### src/cpu_pkg.sv
package cpu_pkg;

  // memory geometry
  localparam int ADDR_WIDTH = 6;
  // fixed by the instruction layout
  localparam int DATA_WIDTH = 16;
  localparam int FIELD_WIDTH = 3;

  typedef logic [DATA_WIDTH-1:0] word_t;
  typedef logic [ADDR_WIDTH-1:0] addr_t;

  // first instruction lives here, cells below hold data
  localparam addr_t START_PC = addr_t'(8);

  // opcodes not listed here are skipped by the CPU
  typedef enum logic [3:0] {
    OP_MOV  = 4'd0,
    OP_ADD  = 4'd1,
    OP_SUB  = 4'd2,
    OP_MUL  = 4'd3,
    OP_IN   = 4'd7,
    OP_OUT  = 4'd8,
    OP_STOP = 4'd15
  } opcode_e;

  // one operand field, ind set means mem[addr] is the real address
  typedef struct packed {
    logic                   ind;
    logic [FIELD_WIDTH-1:0] addr;
  } operand_t;

  // instruction word
  // a is the destination, b and c are sources
  typedef struct packed {
    opcode_e  opcode;
    operand_t a;
    operand_t b;
    operand_t c;
  } instr_t;

  typedef enum logic [1:0] {
    ALU_ADD = 2'd0,
    ALU_SUB = 2'd1,
    ALU_MUL = 2'd2
  } alu_op_e;

  // request to the synchronous memory
  // read data shows up on mem_in one cycle after a read
  typedef struct packed {
    logic  we;
    addr_t addr;
    word_t data;
  } mem_req_t;

  // convenience widths for the testbench side
  localparam int MEM_REQ_WIDTH = 1 + ADDR_WIDTH + DATA_WIDTH;
  localparam int INSTR_WIDTH = 4 * (1 + FIELD_WIDTH);

  // number of addressable words
  localparam int MEM_DEPTH = 1 << ADDR_WIDTH;

endpackage

### src/data_reg.sv
`timescale 1ns/10ps

module data_reg #(
  parameter type payload_t = logic
) (
  input  logic     clk,
  input  logic     rst_n,
  input  logic     ld,
  input  logic     cl,
  input  payload_t d,
  output payload_t q
);

  // clear has priority over load
  always_ff @(posedge clk or negedge rst_n) begin
    if (!rst_n) begin
      q <= '0;
    end else if (cl) begin
      q <= '0;
    end else if (ld) begin
      q <= d;
    end
  end

  // the controller never asks for both in one cycle
  a_ld_cl_excl: assert property (
    @(posedge clk) disable iff (!rst_n)
    !(ld && cl)
  );

endmodule

### src/pc_counter.sv
`timescale 1ns/10ps

module pc_counter #(
  parameter int             ADDR_WIDTH = cpu_pkg::ADDR_WIDTH,
  parameter cpu_pkg::addr_t START_PC   = cpu_pkg::START_PC
) (
  input  logic           clk,
  input  logic           rst_n,
  input  logic           ld,
  input  logic           inc,
  output cpu_pkg::addr_t pc
);

  // ld restarts the program, inc steps past a fetched word
  always_ff @(posedge clk or negedge rst_n) begin
    if (!rst_n) begin
      pc <= '0;
    end else if (ld) begin
      pc <= START_PC;
    end else if (inc) begin
      // wraps at the top of memory
      pc <= pc + {{(ADDR_WIDTH-1){1'b0}}, 1'b1};
    end
  end

  // start load and fetch increment belong to different states
  a_ld_inc_excl: assert property (
    @(posedge clk) disable iff (!rst_n)
    !(ld && inc)
  );

endmodule

### src/alu.sv
`timescale 1ns/10ps

module alu #(
  parameter int DATA_WIDTH = cpu_pkg::DATA_WIDTH
) (
  input  cpu_pkg::alu_op_e op,
  input  cpu_pkg::word_t   a,
  input  cpu_pkg::word_t   b,
  output cpu_pkg::word_t   result
);

  // full product, only the low word is kept
  logic [2*DATA_WIDTH-1:0] product;

  assign product = a * b;

  // all results wrap modulo 2^DATA_WIDTH
  always_comb begin
    case (op)
      cpu_pkg::ALU_ADD: begin
        result = a + b;
      end
      cpu_pkg::ALU_SUB: begin
        result = a - b;
      end
      cpu_pkg::ALU_MUL: begin
        result = product[DATA_WIDTH-1:0];
      end
      default: begin
        result = '0;
      end
    endcase
  end

endmodule

### src/cpu_ctrl.sv
`timescale 1ns/10ps

module cpu_ctrl #(
  parameter int ADDR_WIDTH = cpu_pkg::ADDR_WIDTH,
  parameter int DATA_WIDTH = cpu_pkg::DATA_WIDTH
) (
  input  logic              clk,
  input  logic              rst_n,
  input  cpu_pkg::word_t    mem_in,
  input  cpu_pkg::word_t    in,
  input  cpu_pkg::instr_t   ir,
  input  cpu_pkg::word_t    al,
  input  cpu_pkg::word_t    result,
  input  cpu_pkg::addr_t    pc,
  output cpu_pkg::mem_req_t mem,
  output logic              ir_ld,
  output logic              ir_cl,
  output logic              al_ld,
  output logic              al_cl,
  output logic              al_from_alu,
  output logic              pc_ld,
  output logic              pc_inc,
  output cpu_pkg::alu_op_e  alu_op,
  output cpu_pkg::word_t    out,
  output logic              halted
);

  typedef enum logic [3:0] {
    S_START,
    S_FETCH,
    S_DECODE,
    S_IN_IND,
    S_OUT_READ,
    S_OUT_PTR,
    S_MOV_PTR,
    S_MOV_DATA,
    S_MOV_WPTR,
    S_OPB_PTR,
    S_OPB_LATCH,
    S_OPC_PTR,
    S_OPC_EXEC,
    S_RES_WPTR,
    S_HALT
  } state_e;

  state_e          state_q;
  state_e          state_d;
  cpu_pkg::word_t  out_d;
  cpu_pkg::word_t  out_q;
  // instruction word as it arrives from memory in decode
  cpu_pkg::instr_t dec;
  // indirect address is the read word cut to the address width
  cpu_pkg::addr_t  ptr;

  assign dec = cpu_pkg::instr_t'(mem_in);
  assign ptr = cpu_pkg::addr_t'(mem_in[ADDR_WIDTH-1:0]);
  assign out = out_q;

  always_ff @(posedge clk or negedge rst_n) begin
    if (!rst_n) begin
      state_q <= S_START;
      out_q   <= {DATA_WIDTH{1'b0}};
    end else begin
      state_q <= state_d;
      out_q   <= out_d;
    end
  end

  assign halted = (state_q == S_HALT);

  // opcode of the held instruction picks the alu function
  always_comb begin
    case (ir.opcode)
      cpu_pkg::OP_SUB: alu_op = cpu_pkg::ALU_SUB;
      cpu_pkg::OP_MUL: alu_op = cpu_pkg::ALU_MUL;
      default:         alu_op = cpu_pkg::ALU_ADD;
    endcase
  end

  always_comb begin
    state_d     = state_q;
    out_d       = out_q;
    mem.we      = 1'b0;
    mem.addr    = '0;
    mem.data    = '0;
    ir_ld       = 1'b0;
    ir_cl       = 1'b0;
    al_ld       = 1'b0;
    al_cl       = 1'b0;
    al_from_alu = 1'b0;
    pc_ld       = 1'b0;
    pc_inc      = 1'b0;

    case (state_q)
      S_START: begin
        pc_ld   = 1'b1;
        ir_cl   = 1'b1;
        al_cl   = 1'b1;
        state_d = S_FETCH;
      end

      S_FETCH: begin
        mem.addr = pc;
        pc_inc   = 1'b1;
        state_d  = S_DECODE;
      end

      // word read in fetch is on mem_in now
      S_DECODE: begin
        ir_ld = 1'b1;
        case (dec.opcode)
          cpu_pkg::OP_IN: begin
            mem.addr = cpu_pkg::addr_t'(dec.a.addr);
            if (dec.a.ind) begin
              state_d = S_IN_IND;
            end else begin
              mem.we   = 1'b1;
              mem.data = in;
              state_d  = S_FETCH;
            end
          end
          cpu_pkg::OP_OUT: begin
            mem.addr = cpu_pkg::addr_t'(dec.a.addr);
            state_d  = dec.a.ind ? S_OUT_PTR : S_OUT_READ;
          end
          cpu_pkg::OP_MOV: begin
            mem.addr = cpu_pkg::addr_t'(dec.b.addr);
            state_d  = dec.b.ind ? S_MOV_PTR : S_MOV_DATA;
          end
          cpu_pkg::OP_ADD, cpu_pkg::OP_SUB, cpu_pkg::OP_MUL: begin
            mem.addr = cpu_pkg::addr_t'(dec.b.addr);
            state_d  = dec.b.ind ? S_OPB_PTR : S_OPB_LATCH;
          end
          cpu_pkg::OP_STOP: begin
            state_d = S_HALT;
          end
          default: begin
            // skip an unknown opcode
            state_d = S_FETCH;
          end
        endcase
      end

      S_IN_IND: begin
        mem.we   = 1'b1;
        mem.addr = ptr;
        mem.data = in;
        state_d  = S_FETCH;
      end

      S_OUT_PTR: begin
        mem.addr = ptr;
        state_d  = S_OUT_READ;
      end

      S_OUT_READ: begin
        out_d   = mem_in;
        state_d = S_FETCH;
      end

      S_MOV_PTR: begin
        mem.addr = ptr;
        state_d  = S_MOV_DATA;
      end

      // source word on mem_in
      S_MOV_DATA: begin
        mem.addr = cpu_pkg::addr_t'(ir.a.addr);
        if (ir.a.ind) begin
          al_ld   = 1'b1;
          state_d = S_MOV_WPTR;
        end else begin
          mem.we   = 1'b1;
          mem.data = mem_in;
          state_d  = S_FETCH;
        end
      end

      S_MOV_WPTR: begin
        mem.we   = 1'b1;
        mem.addr = ptr;
        mem.data = al;
        al_cl    = 1'b1;
        state_d  = S_FETCH;
      end

      S_OPB_PTR: begin
        mem.addr = ptr;
        state_d  = S_OPB_LATCH;
      end

      // mem[B] goes to al, then read C
      S_OPB_LATCH: begin
        al_ld    = 1'b1;
        mem.addr = cpu_pkg::addr_t'(ir.c.addr);
        state_d  = ir.c.ind ? S_OPC_PTR : S_OPC_EXEC;
      end

      S_OPC_PTR: begin
        mem.addr = ptr;
        state_d  = S_OPC_EXEC;
      end

      // al holds B, mem_in holds C
      S_OPC_EXEC: begin
        mem.addr = cpu_pkg::addr_t'(ir.a.addr);
        if (ir.a.ind) begin
          al_ld       = 1'b1;
          al_from_alu = 1'b1;
          state_d     = S_RES_WPTR;
        end else begin
          mem.we   = 1'b1;
          mem.data = result;
          state_d  = S_FETCH;
        end
      end

      S_RES_WPTR: begin
        mem.we   = 1'b1;
        mem.addr = ptr;
        mem.data = al;
        al_cl    = 1'b1;
        state_d  = S_FETCH;
      end

      S_HALT: begin
        state_d = S_HALT;
      end

      default: begin
        state_d = S_START;
      end
    endcase
  end

  // memory is left alone once the program ends
  a_no_write_halted: assert property (
    @(posedge clk) disable iff (!rst_n)
    halted |-> !mem.we
  );

  // halt is sticky and the program counter freezes with it
  a_halt_sticky: assert property (
    @(posedge clk) disable iff (!rst_n)
    halted |=> halted && $stable(pc)
  );

endmodule

### src/cpu_top.sv
`timescale 1ns/10ps

module cpu_top #(
  parameter int ADDR_WIDTH = cpu_pkg::ADDR_WIDTH,
  parameter int DATA_WIDTH = cpu_pkg::DATA_WIDTH
) (
  input  logic              clk,
  input  logic              rst_n,
  input  cpu_pkg::word_t    in,
  input  cpu_pkg::word_t    mem_in,
  output cpu_pkg::mem_req_t mem,
  output cpu_pkg::word_t    out,
  output cpu_pkg::addr_t    pc,
  output logic              halted
);

  cpu_pkg::instr_t  ir;
  cpu_pkg::word_t   al;
  cpu_pkg::word_t   al_d;
  cpu_pkg::word_t   result;
  cpu_pkg::alu_op_e alu_op;
  logic             ir_ld;
  logic             ir_cl;
  logic             al_ld;
  logic             al_cl;
  logic             al_from_alu;
  logic             pc_ld;
  logic             pc_inc;

  // al takes a memory word or an alu result
  assign al_d = al_from_alu ? result : mem_in;

  cpu_ctrl #(
    .ADDR_WIDTH(ADDR_WIDTH),
    .DATA_WIDTH(DATA_WIDTH)
  ) ctrl_inst (
    .clk        (clk),
    .rst_n      (rst_n),
    .mem_in     (mem_in),
    .in         (in),
    .ir         (ir),
    .al         (al),
    .result     (result),
    .pc         (pc),
    .mem        (mem),
    .ir_ld      (ir_ld),
    .ir_cl      (ir_cl),
    .al_ld      (al_ld),
    .al_cl      (al_cl),
    .al_from_alu(al_from_alu),
    .pc_ld      (pc_ld),
    .pc_inc     (pc_inc),
    .alu_op     (alu_op),
    .out        (out),
    .halted     (halted)
  );

  data_reg #(
    .payload_t(cpu_pkg::instr_t)
  ) ir_reg (
    .clk  (clk),
    .rst_n(rst_n),
    .ld   (ir_ld),
    .cl   (ir_cl),
    .d    (cpu_pkg::instr_t'(mem_in)),
    .q    (ir)
  );

  data_reg #(
    .payload_t(cpu_pkg::word_t)
  ) al_reg (
    .clk  (clk),
    .rst_n(rst_n),
    .ld   (al_ld),
    .cl   (al_cl),
    .d    (al_d),
    .q    (al)
  );

  pc_counter #(
    .ADDR_WIDTH(ADDR_WIDTH),
    .START_PC  (cpu_pkg::START_PC)
  ) pc_inst (
    .clk  (clk),
    .rst_n(rst_n),
    .ld   (pc_ld),
    .inc  (pc_inc),
    .pc   (pc)
  );

  alu #(
    .DATA_WIDTH(DATA_WIDTH)
  ) alu_inst (
    .op    (alu_op),
    .a     (al),
    .b     (mem_in),
    .result(result)
  );

endmodule

### config.mk
export PLATFORM = sky130hd
export DESIGN_NAME = cpu_top
export DESIGN_NICKNAME = d
export VERILOG_FILES = /design/src/cpu_pkg.sv /design/src/data_reg.sv /design/src/pc_counter.sv /design/src/alu.sv /design/src/cpu_ctrl.sv /design/src/cpu_top.sv
export SDC_FILE = /design/constraint.sdc
export NUM_CORES = 1
export LEC_CHECK = 0
export BUFFER_PORTS_ARGS = -buffer_cell sky130_fd_sc_hd__buf_4
export CAP_MARGIN = 30
export CORE_AREA = 2 2 120 122
export CTS_CLUSTER_SIZE = 12
export DETAILED_ROUTE_END_ITERATION = 10
export DIE_AREA = 0 0 122 124
export MAX_ROUTING_LAYER = met4
export PLACE_DENSITY = 0.87
export SETUP_SLACK_MARGIN = 0.15
export SYNTH_ARGS = -nofsm -noshare
export SYNTH_HDL_FRONTEND = slang
export SYNTH_SLANG_ARGS = --single-unit
### constraint.sdc
create_clock -name clk -period 6.35 [get_ports clk]
set_input_delay 0 -clock clk [delete_from_list [all_inputs] [get_ports clk]]
set_output_delay 0 -clock clk [all_outputs]
set_load 0.01 [all_outputs]
# Word level (Yosys, flattened, before mapping)
# Cells that the tools add are included.
[op_classes] n_addsub=3 n_mul=1 eq_ne=24 muxes=36 reduce_logical=15
[op_table] op="16-bit two-way mux" count=9
[op_table] op="16-bit one-hot mux with 5 select lines" count=1
[op_table] op="16-bit one-hot mux with 3 select lines" count=1
[op_table] op="4-bit one-hot mux with 11 select lines" count=1
[op_table] op="4-bit equality test, second input constant" count=9
[op_table] op="6-bit one-hot mux with 5 select lines" count=1
[op_table] op="4-bit by 2-bit equality test with 1-bit output, second input constant" count=6
[op_table] op="4-bit by 3-bit equality test with 1-bit output, second input constant" count=5
[op_table] op="4-bit one-hot mux with 5 select lines" count=1
[op_table] op="16-bit adder" count=1
[op_table] op="16-bit by 16-bit multiplier with 16-bit output" count=1
[op_table] op="16-bit subtractor" count=1
[op_table] op="6-bit two-way mux" count=2
[op_table] op="1-bit two-way mux" count=11
[op_table] op="3-bit OR reduction" count=3
[op_table] op="4-bit by 1-bit equality test with 1-bit output, second input constant" count=2
[op_table] op="4-bit zero test" count=2
[op_table] op="4-bit two-way mux" count=2
[op_table] op="7-bit OR reduction" count=1
[op_table] op="6-bit by 1-bit adder with 6-bit output, second input constant" count=1
[op_table] op="3-bit one-hot mux with 2 select lines" count=1
[op_table] op="2-bit nonzero test" count=3
[op_table] op="2-bit OR reduction" count=3
[op_table] op="5-bit OR reduction" count=1
[op_table] op="9 further kinds" count=10
[totals] ff_bits=54 input_bits=34 elab_cells=88

# Depth between registers and ports, before layout
[depth] word_depth=7 depth_mapped=23 ltp_nobuf=21

# Hierarchy
# From an unflattened synthesis, not the netlist that was laid out.
[unflattened] cells_unflattened=974 area_unflattened_um2=8849.7
[by_module_without_submodules] module="alu" n_inst=1 cells_per_inst=639 area_per_inst_um2=5159.9 seq_area_each_um2=0.0
[by_module_without_submodules] module="cpu_ctrl" n_inst=1 cells_per_inst=189 area_per_inst_um2=1848.0 seq_area_each_um2=500.5
[by_module_without_submodules] module="data_reg" n_inst=2 cells_per_inst=52 area_per_inst_um2=660.6 seq_area_each_um2=400.4
[by_module_without_submodules] module="pc_counter" n_inst=1 cells_per_inst=24 area_per_inst_um2=271.5 seq_area_each_um2=150.1
[by_module_without_submodules] module="cpu_top" n_inst=1 cells_per_inst=18 area_per_inst_um2=249.0 seq_area_each_um2=0.0

# Worst setup path after synthesis
# OpenSTA, ideal clock, no wires.
[synth_path] path_kind="flip-flop to flip-flop" from="reg al_reg.q[8] (netlist name)" to="reg al_reg.q[15] (netlist name)" arrival_ns=5.180 required_ns=6.210 setup_slack_ns=1.030 stages_incl_launch_ff=22 n_path_buf=1 period_less_slack_ns=5.320 path_cell_list="dfrtp_1 > clkbuf_1 > and2_1 > fa_1 > inv_1 > fa_1 > inv_1 > fa_1 > fa_1 > fa_1 > inv_1 > fa_1 > inv_1 > ha_1 > a21o_1 > a21oi_1 > nor2b_1 > a311oi_1 > xnor2_1 > mux2i_1 > mux2i_1 > o21ai_1"
[synth_via] elab_chain_cells=5 word_cells_on_any_way=7 classes_between="2 x add/sub; 1 x mul; 4 x mux"
[synth_lines] element="start: declaration" line="data_reg.sv:11" rtl="output payload_t q"
[synth_lines] element="start signal: assignment" line="data_reg.sv:17" rtl="q <= '0;"
[synth_lines] element="start signal: assignment" line="data_reg.sv:19" rtl="q <= '0;"
[synth_lines] element="start signal: assignment" line="data_reg.sv:21" rtl="q <= d;"
[synth_lines] element="16-bit by 16-bit multiplier with 16-bit output (tied with other cells)" line="alu.sv:15" rtl="assign product = a * b;"
[synth_lines] element="16-bit one-hot mux with 3 select lines *" line="alu.sv:19" rtl="case (op)"
[synth_lines] element="16-bit two-way mux *" line="cpu_top.sv:31" rtl="assign al_d = al_from_alu ? result : mem_in;"
[synth_lines] element="16-bit two-way mux *" line="data_reg.sv:20" rtl="end else if (ld) begin"
[synth_lines] element="16-bit two-way mux *" line="data_reg.sv:18" rtl="end else if (cl) begin"
# Mark *: on every way between the ends. The rest lies on a longest branch, timed or not. The select of a mux whose other input is x is not followed.
# A chain may end at the register's enable or synchronous reset.

==> results_dict.tcl <==
set metrics [dict create \
    cp-start-kind "flip-flop" \
    yosysWarnings 0 \
    antenna_left 0 \
    cp-end-kind "primary output" \
    cts_sinks 54 \
    p_sw_uw 1738 \
    place.gp.congestion 1.051 \
    dp_hpwl_um 16870 \
    p_seq_share_pct 20.1 \
    intPower_uw 1695 \
    die_w_um 122 \
    fmax_mhz 168.6 \
    multiInputGateArea_mm2 0.006117 \
    hold_class "in -> reg" \
    cts_htree_levels 2 \
    wirelength_um 22690 \
    ys_seq_area_share_pct 16.58 \
    portBuffers 79 \
    seqCellArea_mm2 0.001358 \
    max_slew_margin_pct 50.39 \
    critical_path_buf_inv_count 5 \
    async_reset_ff_share_pct 100.0 \
    io_pins 80 \
    hold_viol 0 \
    grt_usage_pct 32.32 \
    fin_crit_ns 5.930 \
    clk_pin_slew_ns 0.08 \
    yosysTopAreaCell "fa_1" \
    fillCellCount 1094 \
    pre_cts_slack_ns 0.6262 \
    synth.distinct_cells 57 \
    swShare_pct 50.64 \
    required_ns 6.35 \
    fin_tns_setup_ns 0 \
    num_vias 7483 \
    synth_top_area_share_pct 19.89 \
    nets 1190 \
    cp_data_arrival_time_ns 5.93 \
    synth_edf_count 0 \
    drt-pass1-iter-count 7 \
    slowest_stage "dfrtp_1" \
    antenna_found_initial 1 \
    rsz0062_at_grt "false" \
    grt_overflow_total 0 \
    syn_area_mm2 0.008152 \
    drt-initial-drc-count 731 \
    synth_fp_nets 1155 \
    drive_gt1_share_pct 12.88 \
    synth_area_leaders "fa_1, dfrtp_1, ha_1" \
    cap_violations 0 \
    initial_utilization_pct 59.42 \
    finalNonFillerCells 1189 \
    syn_avg_cell_area_um2 8.378 \
    cts_tree "yes" \
    path_class "reg -> out" \
    avgRoutedWirePerCell_um 19.08 \
    clk-insertion-delay-late_ns 0.30 \
    antenna-diode-count 0 \
    critical_path.most_common_cell "fa_1" \
    grt_pass1_vias 7331 \
    area_delta_synth_final_pct 10.38 \
    status "complete, no violations" \
    p_comb_share_pct 71.3 \
    clk_path_buf_depth 2 \
    finalWorstSetupSlack_ns 0.4201 \
    die-area_mm2 0.01513 \
    path_max_fanout 11 \
    slew_violations 0 \
    synth_ff_type "dfrtp_1" \
    vdd_drop_max_uv 312.2 \
    grt_pass1_wl_um 36830 \
    worstPathCellList "and2_1 > fa_1 > inv_1 > fa_1 > inv_1 > ha_1 > fa_1 > fa_1 > inv_1 > fa_1 > inv_1 > ha_1 > a2111oi_1 > a21oi_1 > a21o_1 > a21oi_1 > xor2_1 > o21ai_0 > nor2_1 > o21ai_0 > buf_4" \
    grt_max_degree 55 \
    tightest_slew_ns 0.7420 \
    finalClockSkew_ns 0.005014 \
    p_per_area_mw_per_mm2 381.6 \
    core_area_mm2 0.01372 \
    finalCritPeriodShare_pct 93.38 \
    dieHeight_um 124 \
    netlist_instances 973 \
    drt-vias-per-instance 6.294 \
    root_buffer "clkbuf_16" \
    dp_cells 1179 \
    cp_top_family "adder cells" \
    drc 0 \
    pwr-share-clk_pct 8.6 \
    ys_ff_latch 54 \
    cts_inserted_buffers 5 \
    finalPower_uw 3433 \
    p_leak_uw 0.004355 \
    rows 43 \
    finalSetupViolCount 0 \
    slowest_delay_ns 0.57 \
]
## what timing repair did
action / in CTS / in global routing
gates resized for setup: 0 / 7
endpoints found under the setup margin: 0 / 3
hold buffers: 1 / 0
hold endpoints to repair: 54 / 0
setup buffers: 0 / 0
## state kept, by name (all words and copies together) (netlist names)
signal and cells:
al_reg.q 16, ctrl_inst.out 16, ir_reg.q 12, pc_inst.pc 6, ctrl_inst.state_q 4
## logic make-up after synthesis
logic type	count (synthesis)	synth area share, %
xor+xnor	65	7.153
mux	26	3.454
compound gates	196	16.25
buf+inv	185	8.642
flops	54	16.58
simple gates	299	17.74
fa+ha+maj	148	30.18
## routing by layer
metal / vias to the layer above / track usage, % / share of wire (%) / wire length, um
li1: 3303 / - / - / -
met1: 3623 / 41.80 / 39 / 8845
met2: 464 / 51.82 / 46 / 10470
met3: 93 / 4.716 / 11 / 2597
met4: 0 / 12.50 / 3.4 / 771
met5: - / - / 0 / 0
## synth_stat cells (7+ instances only)
library cell  number
a21o_1            11
a21oi_1           44
a222oi_1          16
a22o_1            18
and2_1            68
clkbuf_1          56
dfrtp_1           54
fa_1              81
ha_1              67
inv_1            123
mux2_2            17
mux2i_1            9
nand2_1          122
nand2b_1           7
nand3_1            9
nor2_1            48
nor2b_1            8
nor3_1            10
o21a_1            10
o21ai_0           38
o21ai_1           14
xnor2_1           44
xor2_1            20
## final cells by class
class                      count  area share, %
multi-input combinational    734          67.99
sequential                    54          15.09
timing repair buffer          90          7.579
inverter                     123          5.131
tap                          180          2.503
clock buffer                   5          1.391
clock inverter                 3         0.3198
## path summary, 6_finish.rpt
kind                                    from             to  slack, ns  cells after the start
worst max-delay path             al_reg.q[2]        mem[12]       0.42                     21
worst min-delay path              mem_in[13]   ir_reg.q[13]       0.09                      2
worst max register to register   al_reg.q[9]   al_reg.q[15]       0.73                     19
worst min register to register  ir_reg.q[14]   ir_reg.q[14]       0.51                      1
max in group asynchronous              rst_n    al_reg.q[8]       5.53                      2
min in group asynchronous              rst_n  pc_inst.pc[1]       0.28                      2
## power by group through the flow
stage	registers, uW	logic [uW]	clock network, uW
2_1_floorplan	590	1750	0
3_3_place_gp	679	2320	0
3_5_place_dp	683	2390	0
4_1_cts	679	2410	297
5_1_grt	709	2700	310
6_report	691	2450	294
## metrics by stage
| step | instance area (um2) | util (%) | hold WS (ns) |
|---|---|---|---|
| after floorplan | 8152 | - | -0.2956 |
| after global placement | 8803 | 64.17 | 0.08639 |
| after detailed placement | 8815 | 64.25 | 0.09060 |
| after CTS | 8979 | 65.44 | 0.06764 |
| after global routing | 8997 | 65.58 | 0.08358 |
| final | 8997 | 65.58 | 0.08633 |
## cells in the final DEF (no fill, tap or decap), types with 11 or more instances in the layout
cell        n
a21o_1     11
a21oi_1    43
a222oi_1   16
a22o_1     18
and2_1     68
buf_4      88
dfrtp_1    49
fa_1       81
ha_1       67
inv_1     123
mux2_2     17
nand2_1   122
nor2_1     48
o21ai_0    38
o21ai_1    14
xnor2_1    44
xor2_1     20
Note: power is estimated with default switching activity, not from simulation.
